## config.mk

```make
export PLATFORM = sky130hd
export DESIGN_NAME = obj_scan
export DESIGN_NICKNAME = d
export VERILOG_FILES = /design/src/obj_pkg.sv /design/src/obj_scan.sv
export VERILOG_INCLUDE_DIRS = /design/src
export SDC_FILE = /design/constraint.sdc
export NUM_CORES = 1
export LEC_CHECK = 0
export ABC_AREA = 1
export BUFFER_PORTS_ARGS = -buffer_cell sky130_fd_sc_hd__buf_4
export CAP_MARGIN = 30
export CORE_MARGIN = 4
export CORE_UTILIZATION = 39
export DETAILED_ROUTE_END_ITERATION = 12
export GPL_TIMING_DRIVEN = 0
export PLACE_DENSITY = 0.6
export SLEW_MARGIN = 30
export SYNTH_ARGS = -nofsm -noshare
export SYNTH_HDL_FRONTEND = slang
export SYNTH_SLANG_ARGS = --single-unit
```

## constraint.sdc

```tcl
create_clock -name clk -period 7 [get_ports clk]
set_clock_uncertainty 0.2 [all_clocks]
set_input_delay 0.7 -clock clk [delete_from_list [all_inputs] [get_ports clk]]
set_output_delay 0.7 -clock clk [all_outputs]
set_load 0.02 [all_outputs]
```

## src/obj_config.svh

```systemverilog
/*
 * build parameters of the sprite line-table builder
 * include in every module that sizes memories, counters or the credit loop
 */
`ifndef OBJ_CONFIG_SVH
`define OBJ_CONFIG_SVH

`define OBJ_TABLE_SPRITES 256                       // sprites in the frame RAM
`define OBJ_LINE_SLOTS    128                       // entries per video line
`define OBJ_CREDITS       2                         // expand record queue depth
`define OBJ_END_MARK      16'hFF00                  // attr word closing the table

// derived address widths
`define OBJ_RAM_AW  ($clog2(4 * `OBJ_TABLE_SPRITES))
`define OBJ_LINE_AW ($clog2(4 * `OBJ_LINE_SLOTS))  // one half of the line buffer

`endif

```

## src/obj_pkg.sv

```systemverilog
/*
 * sprite record and attribute types shared by the scan and expand stages
 */
package obj_pkg;

    // attribute word as the expand stage sees it
    typedef struct packed {
        logic [3:0] tile_m;     // extra tiles downwards
        logic [3:0] tile_n;     // extra tiles to the right
        logic       rsv;
        logic       vflip;
        logic       hflip;
        logic [4:0] pal;
    } obj_attr_f_t;

    // raw view for end marker and duplicate tests
    typedef union packed {
        logic [15:0] raw;
        obj_attr_f_t f;
    } obj_attr_u;

    // one table entry, in frame RAM word order
    typedef struct packed {
        logic [15:0] x;
        logic [15:0] y;
        logic [15:0] code;
        obj_attr_u   attr;
    } obj_sprite_t;

endpackage

```

## src/obj_scan.sv

```systemverilog
/*
 * stage 1 of the line builder: walks the frame RAM, one sprite every 4 cycles,
 * drops repeated sprites, stops at the end marker and sends records under credits
 */
`timescale 1ns/1ps
`include "obj_config.svh"

module obj_scan (
    input  logic                   clk,
    input  logic                   rst,
    input  logic                   start,
    output logic [`OBJ_RAM_AW-1:0] rd_addr,
    input  logic [15:0]            rd_data,
    output logic                   spr_valid,
    output obj_pkg::obj_sprite_t   spr,
    input  logic                   credit_ret,
    output logic                   scan_end
);
    import obj_pkg::*;

    localparam int CW = $clog2(`OBJ_CREDITS + 1);

    typedef enum logic [2:0] {S_IDLE, S_PRIME, S_FETCH, S_STALL, S_END} scan_st_t;

    scan_st_t      st;
    logic [CW-1:0] credits;
    logic [15:0]   x_r;
    logic [15:0]   y_r;
    logic [15:0]   code_r;
    obj_sprite_t   rec;
    obj_sprite_t   last_rec;
    logic          first;
    logic          last_spr;    // held record is the final table entry
    logic [1:0]    dsel;
    logic          end_hit;
    logic          dup;
    logic          wrapped;
    logic          send;

    // while fetching, rd_data always belongs to rd_addr - 1
    assign dsel    = rd_addr[1:0] - 2'd1;
    assign rec     = {x_r, y_r, code_r, rd_data};
    assign end_hit = rec.attr.raw == `OBJ_END_MARK;
    assign dup     = !first && (rec == last_rec);
    assign wrapped = rd_addr[`OBJ_RAM_AW-1:2] == '0;   // attr of the last sprite just read

    assign send = (st == S_FETCH && dsel == 2'd3 && !end_hit && !dup && credits != '0) ||
                  (st == S_STALL && credits != '0);

    always_ff @(posedge clk or posedge rst) begin
        if (rst) begin
            credits <= CW'(`OBJ_CREDITS);
        end else begin
            credits <= credits + CW'(credit_ret) - CW'(send);
        end
    end

    always_ff @(posedge clk or posedge rst) begin
        if (rst) begin
            st        <= S_IDLE;
            rd_addr   <= '0;
            spr_valid <= 1'b0;
            scan_end  <= 1'b0;
            first     <= 1'b0;
            last_spr  <= 1'b0;
        end else begin
            spr_valid <= send;
            scan_end  <= 1'b0;
            case (st)
                S_IDLE: begin
                    if (start) begin
                        rd_addr <= '0;
                        first   <= 1'b1;
                        st      <= S_PRIME;
                    end
                end
                S_PRIME: begin  // wait for the first RAM word
                    rd_addr <= rd_addr + 1'b1;
                    st      <= S_FETCH;
                end
                S_FETCH: begin
                    if (dsel == 2'd3) begin
                        first <= 1'b0;
                        if (end_hit) begin
                            st <= S_END;
                        end else if (!dup && credits == '0) begin
                            last_spr <= wrapped;
                            st       <= S_STALL;   // rd_addr held on next x word
                        end else if (wrapped) begin
                            st <= S_END;
                        end else begin
                            rd_addr <= rd_addr + 1'b1;
                        end
                    end else begin
                        rd_addr <= rd_addr + 1'b1;
                    end
                end
                S_STALL: begin
                    if (credits != '0) begin
                        if (last_spr) begin
                            st <= S_END;
                        end else begin
                            rd_addr <= rd_addr + 1'b1;
                            st      <= S_FETCH;
                        end
                    end
                end
                default: begin
                    scan_end <= 1'b1;
                    st       <= S_IDLE;
                end
            endcase
        end
    end

    // record assembly
    always_ff @(posedge clk) begin
        if (st == S_FETCH) begin
            case (dsel)
                2'd0: x_r <= rd_data;
                2'd1: y_r <= rd_data;
                2'd2: code_r <= rd_data;
                default: begin
                    last_rec <= rec;
                    spr      <= rec;    // kept while stalled
                end
            endcase
        end
    end

    a_valid_credit: assert property (@(posedge clk) disable iff (rst)
        spr_valid |-> $past(credits) != '0);

    // expand must never return more credits than it was given
    a_credit_bound: assert property (@(posedge clk) disable iff (rst)
        credits <= CW'(`OBJ_CREDITS));

endmodule

```

==> run summary <==
Synth area leader: edfxtp_1
register area: 0.003840 mm²
GPL Wtd Cong: 0.8680
Seq/Total Area, Yosys: 66.60%
Initial Util: 39.67%
Syn Inst Count: 550
Total Wirelength: 13.22 mm
library cells used by synthesis: 27
clk root buf: clkbuf_16
post-DR vias/cell: 4.617
relative slew slack: 49.59%
Cell Chain, Critical Path: inv_1 -> nand2_2 -> nor2_1 -> inv_1 -> nor2_4 -> buf_16 -> nand3_1 -> a21oi_1 -> ha_1 -> inv_1 -> ha_1 -> xnor2_1
GRT Total Usage: 16.42%
Final ANT Viol Nets: 0
complex-gate fraction of the synthesized area: 1.606%
final instance area: 0.007473 mm²
clock tree buffer depth: 2
Fmax: 0.3525 GHz
Setup CP Type: flop to flop
antenna violations before repair: 0
main flop type after synthesis: edfxtp_1
internal cell power: 1.949 mW
# DRC: 0
Num CTS Buffers: 17
# H-tree levels: 4
NetSw: 0.8874 mW
outcome: complete, no violations
Final Util: 51.42%
vias in the first global route: 3,869
# rows: 44
Mapped Area: 0.005766 mm²
placed cells: 835
worst skew pair latency: 0.42 ns
Slew Limit Fails: 0
Initial DRC Count: 391
period utilisation layout: 40.53%
Die X: 129.6 µm
nets: 697
Area Overhead vs Synth: 29.62%
post-CTS setup buffers: 0
ANT cells: 0
# fillers: 1,270
Critical Path Max Stage Delay: 0.44 ns
Setup Viol. Count Final: 0
remaining global-route overflow: 0
Synth top area share: 58.33%
pin count of the biggest net entering global routing: 23
synth warn: 0
Seq cells post-synth: 131
Async S/R FF share, synth: 14.50%
Worst path slowest cell: nor2_4
multi-input logic area: 0.001572 mm²
critical-path maximum fanout: 16
final std cells w/o fill: 867
met2 GRT Util: 26.39%
crit-path most repeated cell: inv_1
# IOs: 96
GRT busiest layer: met2
syn_area_per_cell: 10.48 µm²
Synth Area in XOR/XNOR: 3.190%
combinational share of power: 26.9%
Hold Slack: 0.2269 ns
most common cell in the netlist: nand2_1
leak pwr: 3.270 nW
WP data arrival: 2.97 ns
first-pass GRT wire length: 20.44 mm
Initial DRT Pass Iterations: 5
mux cell area share after synthesis: 0%
simple-gate share of the synthesized area: 20.68%
Worst Tran Pin Value: 0.7553 ns
post-cts gate resize count: 0
core area: 0.01453 mm²
Clock Sinks: 131
post-route setup slack: 4.163 ns
Worst Path Required: 7.14 ns
share of layout cells above drive strength 1: 22.25%
synth top area cells: edfxtp_1, nand2_1, dfrtp_1
hpwl dp: 9.716 mm
met3 Usage GRT: 5.441%
Clock Power Share: 33.3%
CTS tree: yes
Setup crit end kind: flop
RSZ-0062 raised after global routing: false
min-delay worst type: input pin to asynchronous set/reset pin
Placement Cell Area: 0.006848 mm²
GRT met1 Usage: 20.92%
Clock transition at path regs: 0.05 ns
Post-Synth Adder-Cell Area: 1.519%
Die H: 129.6 µm
Pwr Density: 379.5 mW/mm²
Overall Power: 2.836 mW
peak supply drop: 184.6 µV
Final Hold Vio Count: 0
via count: 4,003
dpl ws: 4.113 ns
setup TNS: 0 ns
WL per Instance: 15.25 µm
register share of total power: 39.8%
Tmin final: 2.837 ns
Startpoint Class: flop
PortBufs: 95
Max Cap Viol: 0
main combinational cell family by area after synthesis: simple AND/OR/NAND/NOR gates
syn nets: 577
number of synthesized flops with an enable pin: 112
Hold-fix buffers, CTS: 0
Sw Ratio: 31.29%
commonest cells in the synthesized netlist: nand2_1, edfxtp_1, inv_1
die area: 0.01679 mm²
-- path summary, 6_finish.rpt --
path,depth (start not counted),endpoint,slack [ns],startpoint
min in group clk,0,last_rec[23],0.24,code_r[7]
worst max register to register,12,credits[1],4.16,st[2]
worst max-delay path,12,credits[1],4.16,st[2]
worst min register to register,0,last_rec[23],0.24,code_r[7]
worst min-delay path,2,rd_addr[5],0.23,rst
max in group asynchronous,2,spr_valid,5.90,rst
-- flip-flops by register name, summed over array words and instances (netlist names) --
register	flops
last_rec	64
code_r	16
y_r	16
spr_valid	1
rd_addr	10
credits	2
x_r	16
last_spr	1
first	1
scan_end	1
st	3
-- layer usage --
layer | up-vias | wire (µm)
li1 | 2007 | -
met1 | 1873 | 5571
met2 | 105 | 6514
met3 | 18 | 915
met4 | 0 | 217
met5 | - | 0
-- layout make-up --
cell class              instances  share of cell area, %
multi-input cells             325                  21.03
flip-flops and latches        131                  51.38
clock inverters                10                  2.428
plain buffers                   3                 0.3683
inverters                      91                  4.571
repair buffers                101                  11.20
clock buffers                  22                  5.943
well taps                     184                  3.081
-- critical path, delay by kind of cell, from the launching register on --
| kind | cells | cell delay (ns) |
|---|---|---|
| AND/OR/NAND/NOR | 4 | 0.79 |
| flip-flops | 1 | 0.41 |
| adder cells (fa/ha/maj) | 2 | 0.42 |
| XOR/XNOR | 1 | 0.12 |
| AO/OA/AOI/OAI | 1 | 0.23 |
| buffers and inverters | 4 | 0.58 |
-- cells by family (layout without fill, tap and decap cells) --
logic type / after synthesis / after routing
simple gates: 280 / 280
flops: 131 / 131
buf+inv: 94 / 227
xor+xnor: 21 / 21
compound gates: 17 / 17
fa+ha+maj: 7 / 7
-- layout by cell type (no fill, tap or decap), drive strengths merged, types with 4 or more instances in the layout --
master / instances
nand2: 156
edfxtp: 112
buf: 104
inv: 91
nor2: 76
clkbuf: 22
xnor2: 21
nand3: 19
dfrtp: 18
nand4: 8
a21oi: 8
ha: 7
o21ai: 7
or2: 7
nor3b: 5
bufinv: 5
clkinv: 5
nor4: 4
nor3: 4
-- power by group through the flow --
stage	clock (mW)	sequential (mW)	combinational (mW)
2_1_floorplan	0	1.24	0.352
3_3_place_gp	0	1.16	0.702
3_5_place_dp	0	1.14	0.772
4_1_cts	0.965	1.13	0.775
5_1_grt	0.998	1.15	0.847
6_report	0.946	1.13	0.761
Power figures use the tool's default switching activity.
