**config.mk**
```make
export PLATFORM = sky130hd
export DESIGN_NAME = obj_tile_expand
export DESIGN_NICKNAME = d
export VERILOG_FILES = /design/src/obj_pkg.sv /design/src/obj_tile_expand.sv
export VERILOG_INCLUDE_DIRS = /design/src
export SDC_FILE = /design/constraint.sdc
export NUM_CORES = 1
export LEC_CHECK = 0
export ABC_AREA = 1
export CORE_AREA = 2 2 117 119
export CTS_CLUSTER_SIZE = 14
export DETAILED_ROUTE_END_ITERATION = 8
export DIE_AREA = 0 0 119 121
export DONT_BUFFER_PORTS = 1
export GPL_ROUTABILITY_DRIVEN = 0
export PLACE_DENSITY = 0.78
export SETUP_SLACK_MARGIN = 0.3
export SLEW_MARGIN = 10
export SYNTH_ARGS = -nofsm -noshare
export SYNTH_HDL_FRONTEND = slang
export SYNTH_SLANG_ARGS = --single-unit
```
**constraint.sdc**
```tcl
create_clock -name clk -period 5.3 [get_ports clk]
set_input_delay 1.06 -clock clk [delete_from_list [all_inputs] [get_ports clk]]
set_output_delay 1.06 -clock clk [all_outputs]
set_load 0.1 [all_outputs]
```
**src/obj_config.svh**
```systemverilog
/*
 * build parameters of the sprite line-table builder
 * include in every module that sizes memories, counters or the credit loop
 */
`ifndef OBJ_CONFIG_SVH
`define OBJ_CONFIG_SVH

`define OBJ_TABLE_SPRITES 256                       // sprites in the frame RAM
`define OBJ_LINE_SLOTS    128                       // entries per video line
`define OBJ_CREDITS       2                         // expand record queue depth
`define OBJ_END_MARK      16'hFF00                  // attr word closing the table

// derived address widths
`define OBJ_RAM_AW  ($clog2(4 * `OBJ_TABLE_SPRITES))
`define OBJ_LINE_AW ($clog2(4 * `OBJ_LINE_SLOTS))  // one half of the line buffer

`endif

```
**src/obj_pkg.sv**
```systemverilog
/*
 * sprite record and attribute types shared by the scan and expand stages
 */
package obj_pkg;

    // attribute word as the expand stage sees it
    typedef struct packed {
        logic [3:0] tile_m;     // extra tiles downwards
        logic [3:0] tile_n;     // extra tiles to the right
        logic       rsv;
        logic       vflip;
        logic       hflip;
        logic [4:0] pal;
    } obj_attr_f_t;

    // raw view for end marker and duplicate tests
    typedef union packed {
        logic [15:0] raw;
        obj_attr_f_t f;
    } obj_attr_u;

    // one table entry, in frame RAM word order
    typedef struct packed {
        logic [15:0] x;
        logic [15:0] y;
        logic [15:0] code;
        obj_attr_u   attr;
    } obj_sprite_t;

endpackage

```
**src/obj_tile_expand.sv**
```systemverilog
/*
 * stage 2 of the line builder: queues sprite records, tests them against the
 * current line and emits three words per horizontal tile, one word per cycle
 */
`timescale 1ns/1ps
`include "obj_config.svh"

module obj_tile_expand (
    input  logic                 clk,
    input  logic                 rst,
    input  logic [8:0]           vrender,
    input  logic                 spr_valid,
    input  obj_pkg::obj_sprite_t spr,
    output logic                 credit_ret,
    input  logic                 scan_end,
    output logic                 ent_we,
    output logic [1:0]           ent_word,
    output logic [15:0]          ent_data,
    output logic                 ent_next,
    output logic                 line_end,
    input  logic                 line_full
);
    import obj_pkg::*;

    localparam int QW = (`OBJ_CREDITS > 1) ? $clog2(`OBJ_CREDITS) : 1;
    localparam int CW = $clog2(`OBJ_CREDITS + 1);

    typedef enum logic [1:0] {E_IDLE, E_CHECK, E_EMIT} exp_st_t;

    exp_st_t       st;
    obj_sprite_t   queue [`OBJ_CREDITS];
    obj_sprite_t   cur;
    logic [QW-1:0] wr_ptr;
    logic [QW-1:0] rd_ptr;
    logic [CW-1:0] count;
    logic          pop;
    logic          scan_done;
    logic [8:0]    d;
    logic          visible;
    logic [3:0]    m;
    logic [3:0]    row;
    logic [3:0]    vsub;
    logic [3:0]    n;
    logic [3:0]    npos;
    logic [1:0]    phase;
    logic          stop;

    function automatic logic [QW-1:0] ptr_inc(input logic [QW-1:0] p);
        return (p == QW'(`OBJ_CREDITS - 1)) ? '0 : p + 1'b1;
    endfunction

    assign pop = (st == E_IDLE) && (count != '0);

    // vertical position inside the sprite
    assign d       = vrender - cur.y[8:0];
    assign visible = d[8:4] <= {1'b0, cur.attr.f.tile_m};
    assign m       = d[7:4];
    assign row     = cur.attr.f.vflip ? cur.attr.f.tile_m - m : m;
    assign vsub    = d[3:0] ^ {4{cur.attr.f.vflip}};
    assign npos    = cur.attr.f.hflip ? cur.attr.f.tile_n - n : n;

    assign stop     = (phase == 2'd0) && line_full;    // table filled, abandon sprite
    assign ent_we   = (st == E_EMIT) && !stop;
    assign ent_word = phase;
    assign ent_next = (st == E_EMIT) && (phase == 2'd2);

    always_comb begin
        case (phase)
            2'd0:    ent_data = {4'd0, vsub, cur.attr.raw[7:0]};
            2'd1:    ent_data = {cur.code[15:8], cur.code[7:4] + row, cur.code[3:0] + n};
            default: ent_data = cur.x + {8'd0, npos, 4'd0};
        endcase
    end

    always_ff @(posedge clk) begin
        if (spr_valid) begin
            queue[wr_ptr] <= spr;
        end
        if (pop) begin
            cur <= queue[rd_ptr];
        end
    end

    always_ff @(posedge clk or posedge rst) begin
        if (rst) begin
            st         <= E_IDLE;
            wr_ptr     <= '0;
            rd_ptr     <= '0;
            count      <= '0;
            credit_ret <= 1'b0;
            line_end   <= 1'b0;
            scan_done  <= 1'b0;
            n          <= '0;
            phase      <= '0;
        end else begin
            credit_ret <= pop;   // one credit back per popped record
            line_end   <= 1'b0;
            count      <= count + CW'(spr_valid) - CW'(pop);
            if (spr_valid) begin
                wr_ptr <= ptr_inc(wr_ptr);
            end
            if (scan_end) begin
                scan_done <= 1'b1;
            end
            case (st)
                E_IDLE: begin
                    if (pop) begin
                        rd_ptr <= ptr_inc(rd_ptr);
                        st     <= E_CHECK;
                    end else if (scan_done) begin
                        line_end  <= 1'b1;
                        scan_done <= 1'b0;
                    end
                end
                E_CHECK: begin
                    n     <= '0;
                    phase <= '0;
                    st    <= (visible && !line_full) ? E_EMIT : E_IDLE;
                end
                default: begin
                    if (stop) begin
                        st <= E_IDLE;
                    end else if (phase == 2'd2) begin
                        phase <= '0;
                        if (n == cur.attr.f.tile_n) begin
                            st <= E_IDLE;
                        end else begin
                            n <= n + 1'b1;
                        end
                    end else begin
                        phase <= phase + 1'b1;
                    end
                end
            endcase
        end
    end

    a_queue_room: assert property (@(posedge clk) disable iff (rst)
        spr_valid |-> count < CW'(`OBJ_CREDITS));

endmodule

```
==> run_results.csv <==
group,metric,value,unit
yosys,synth_area_per_cell,14.2,um2
yosys,synth.most_common_cell,"edfxtp_1",
timing,setup_ws,0.171,ns
timing,final-hold-violation-count,0,
yosys,syn_inst,574,
route,postRouteAntennaNets,0,
timing,tns,0,ns
setup_path,cp.arrival,4.07,ns
yosys,synth_nets,689,
yosys,ys_top_cells_by_count,"edfxtp_1 (171), nand2_1 (74), inv_1 (61), mux2_2 (57), ha_1 (31)",
layout,antenna_cells,0,
layout,drive_gt1_share,27.8,%
route,drc,0,
yosys,synth_warnings,0,
layout,final_area,9430,um2
clock_tree,path_clk_slew,0.06,ns
clock_tree,cts.sinks,186,
yosys,yosysTopAreaCell,"edfxtp_1",
die,fp.dieW,119,um
die,num_rows,42,
placed_design,hpwl,10100,um
setup_path,crit_path_end_kind,"output port",
die,dieArea,14400,um2
timing,maxSlewHeadroom,16.2,%
timing,final-setup-viol-count,0,
clock_tree,clock_path_buffers,2,
yosys,synth_top_cells_by_area,"edfxtp_1 (63%), mux2_2 (7.9%), ha_1 (4.8%)",
timing,period_needed,5.13,ns
timing,tightest_slew,1.26,ns
timing,period_share,96.8,%
setup_path,start_kind,"input pin",
grt,grtUsageTotal,22.9,%
grt,grt_pass1_vias,4891,
grt,antenna_found_initial,0,
yosys,seq_area_frac_synth,67.8,%
grt,grt-ovfl-total,0,
yosys,synth-seq-cells,186,
setup_path,crit_type,"input pin to output port",
grt,grt_pass1_wl,24500,um
clock_tree,cts_tree,"built",
clock_tree,htreeDepth,4,
clock_tree,cts_inserted_buffers,17,
yosys,synth_top_area_share,63.1,%
route,initialDrtViolationCount,373,
die,start_util,62.1,%
route,routed_wl,15600,um
clock_tree,cts-root-buf,"clkbuf_16",
flow_run,drv_cap,0,
clock_tree,hold_buffers,0,
die,die_h,121,um
die,coreArea,13100,um2
timing,fmax,195,MHz
min_path,hold_path.class,"flip-flop to flip-flop",
clock_tree,insertion_delay,0.43,ns
setup_path,critPathRequiredTime,4.24,ns
timing,rsz0062_at_grt,"yes",
timing,worst_clock_skew,0.00917,ns
yosys,synth_top_flop_cell,"edfxtp_1",
yosys,synth_edf_count,171,
yosys,synth-async-reset-ratio,8.06,%
grt,grt_max_degree,59,
route,vias,4600,
route,firstDrtPassIters,5,
layout,area_growth,15.9,%
route,via_per_inst,5.73,
placed_design,port_buffers,0,
die,io_pins,100,
yosys,ys_types,41,
layout,nNetsFinal,730,
placed_design,place_ws,0.0519,ns
placed_design,place_area,8670,um2
layout,final_util,72.0,%
yosys,syn_area,8130,um2
route,wl_per_cell,19.4,um
setup_path,crit_path_max_fanout,2,
run_status,status,"finished, final reports clean",
timing,maxSlewViolCount,0,
[cell usage in the layout (no fill, tap or decap), drive strengths merged]
master / instances
a211oi: 1
a21o: 1
a21oi: 18
a221o: 1
a22oi: 7
a31oi: 2
and3: 1
buf: 32
bufinv: 4
clkbuf: 17
clkinv: 6
clkinvlp: 1
dfrtp: 15
edfxtp: 171
fa: 6
ha: 31
inv: 67
mux2: 57
nand2: 76
nand3: 23
nand3b: 2
nand4: 5
nor2: 24
nor3: 4
nor3b: 2
o2111ai: 1
o211ai: 2
o21a: 1
o21ai: 25
o21bai: 3
o221ai: 1
xnor2: 8
xor2: 12
[layer usage]
| layer | GRT usage, % | vias up | part of all wire (%) |
|---|---|---|---|
| met5 | 0 | - | 0 |
| met4 | 8.33 | 0 | 2.0 |
| met3 | 7.99 | 32 | 8.4 |
| met2 | 38.8 | 161 | 51 |
| met1 | 27.2 | 2275 | 39 |
| li1 | - | 2132 | - |
[cell families after synthesis]
family,after synthesis,synth area share (%)
buf+inv,74,3.55
compound gates,63,4.71
xor+xnor,20,2.25
fa+ha+maj,37,6.25
simple gates,137,7.59
mux,57,7.89
flops,186,67.8
[sequential cells by signal, indices dropped and copies added (netlist names), 2 cells and up]
register	count
st	2
n	4
ent_word	2
count	2
cur	57
queue	114
[worst max-delay path, cell delays in order]
cell and delay (ns):
inv_8 0.01, ha_4 0.14, fa_2 0.34, nand3b_1 0.18
nand2_2 0.12, xor2_2 0.18, ha_2 0.20, inv_2 0.04
fa_2 0.53, nand2_2 0.06, o21ai_2 0.09, inv_1 0.08
fa_2 0.36, xnor2_2 0.15, a221o_4 0.51
[repair_timing]
item                       in CTS  in global routing
pin swaps                      17                  6
resized for setup               9                  4
buffers inserted                6                  4
hold endpoints to repair        0                  0
setup endpoints to repair       3                  3
[through the flow]
stage / instances / hold WS, ns
2_1_floorplan: 574 / 0.439
3_3_place_gp: 762 / 0.459
3_5_place_dp: 762 / 0.469
4_1_cts: 799 / 0.491
5_1_grt: 803 / 0.533
6_report: 803 / 0.492
[path summary, 6_finish.rpt]
path	from	endpoint	slack, ns	depth (start not counted)
setup / recovery	vrender[0]	ent_data[6]	0.17	15
hold / removal	scan_done	scan_done	0.49	2
setup reg to reg	cur[32]	st[1]	2.33	16
hold reg to reg	scan_done	scan_done	0.49	2
max in group asynchronous	rst	rd_ptr	4.33	1
min in group asynchronous	rst	wr_ptr	0.57	1
[cell type report]
type / count / area (um2)
flip-flops and latches: 186 / 5510
well taps: 176 / 220
multi-input cells: 314 / 2530
clock inverters: 14 / 195
clock buffers: 17 / 425
repair buffers: 32 / 293
fillers: 831 / 3660
inverters: 64 / 248
Power is left out: the tool's default activity adds up to more than one toggle a clock period on the data nets, which glitch-free logic cannot reach.
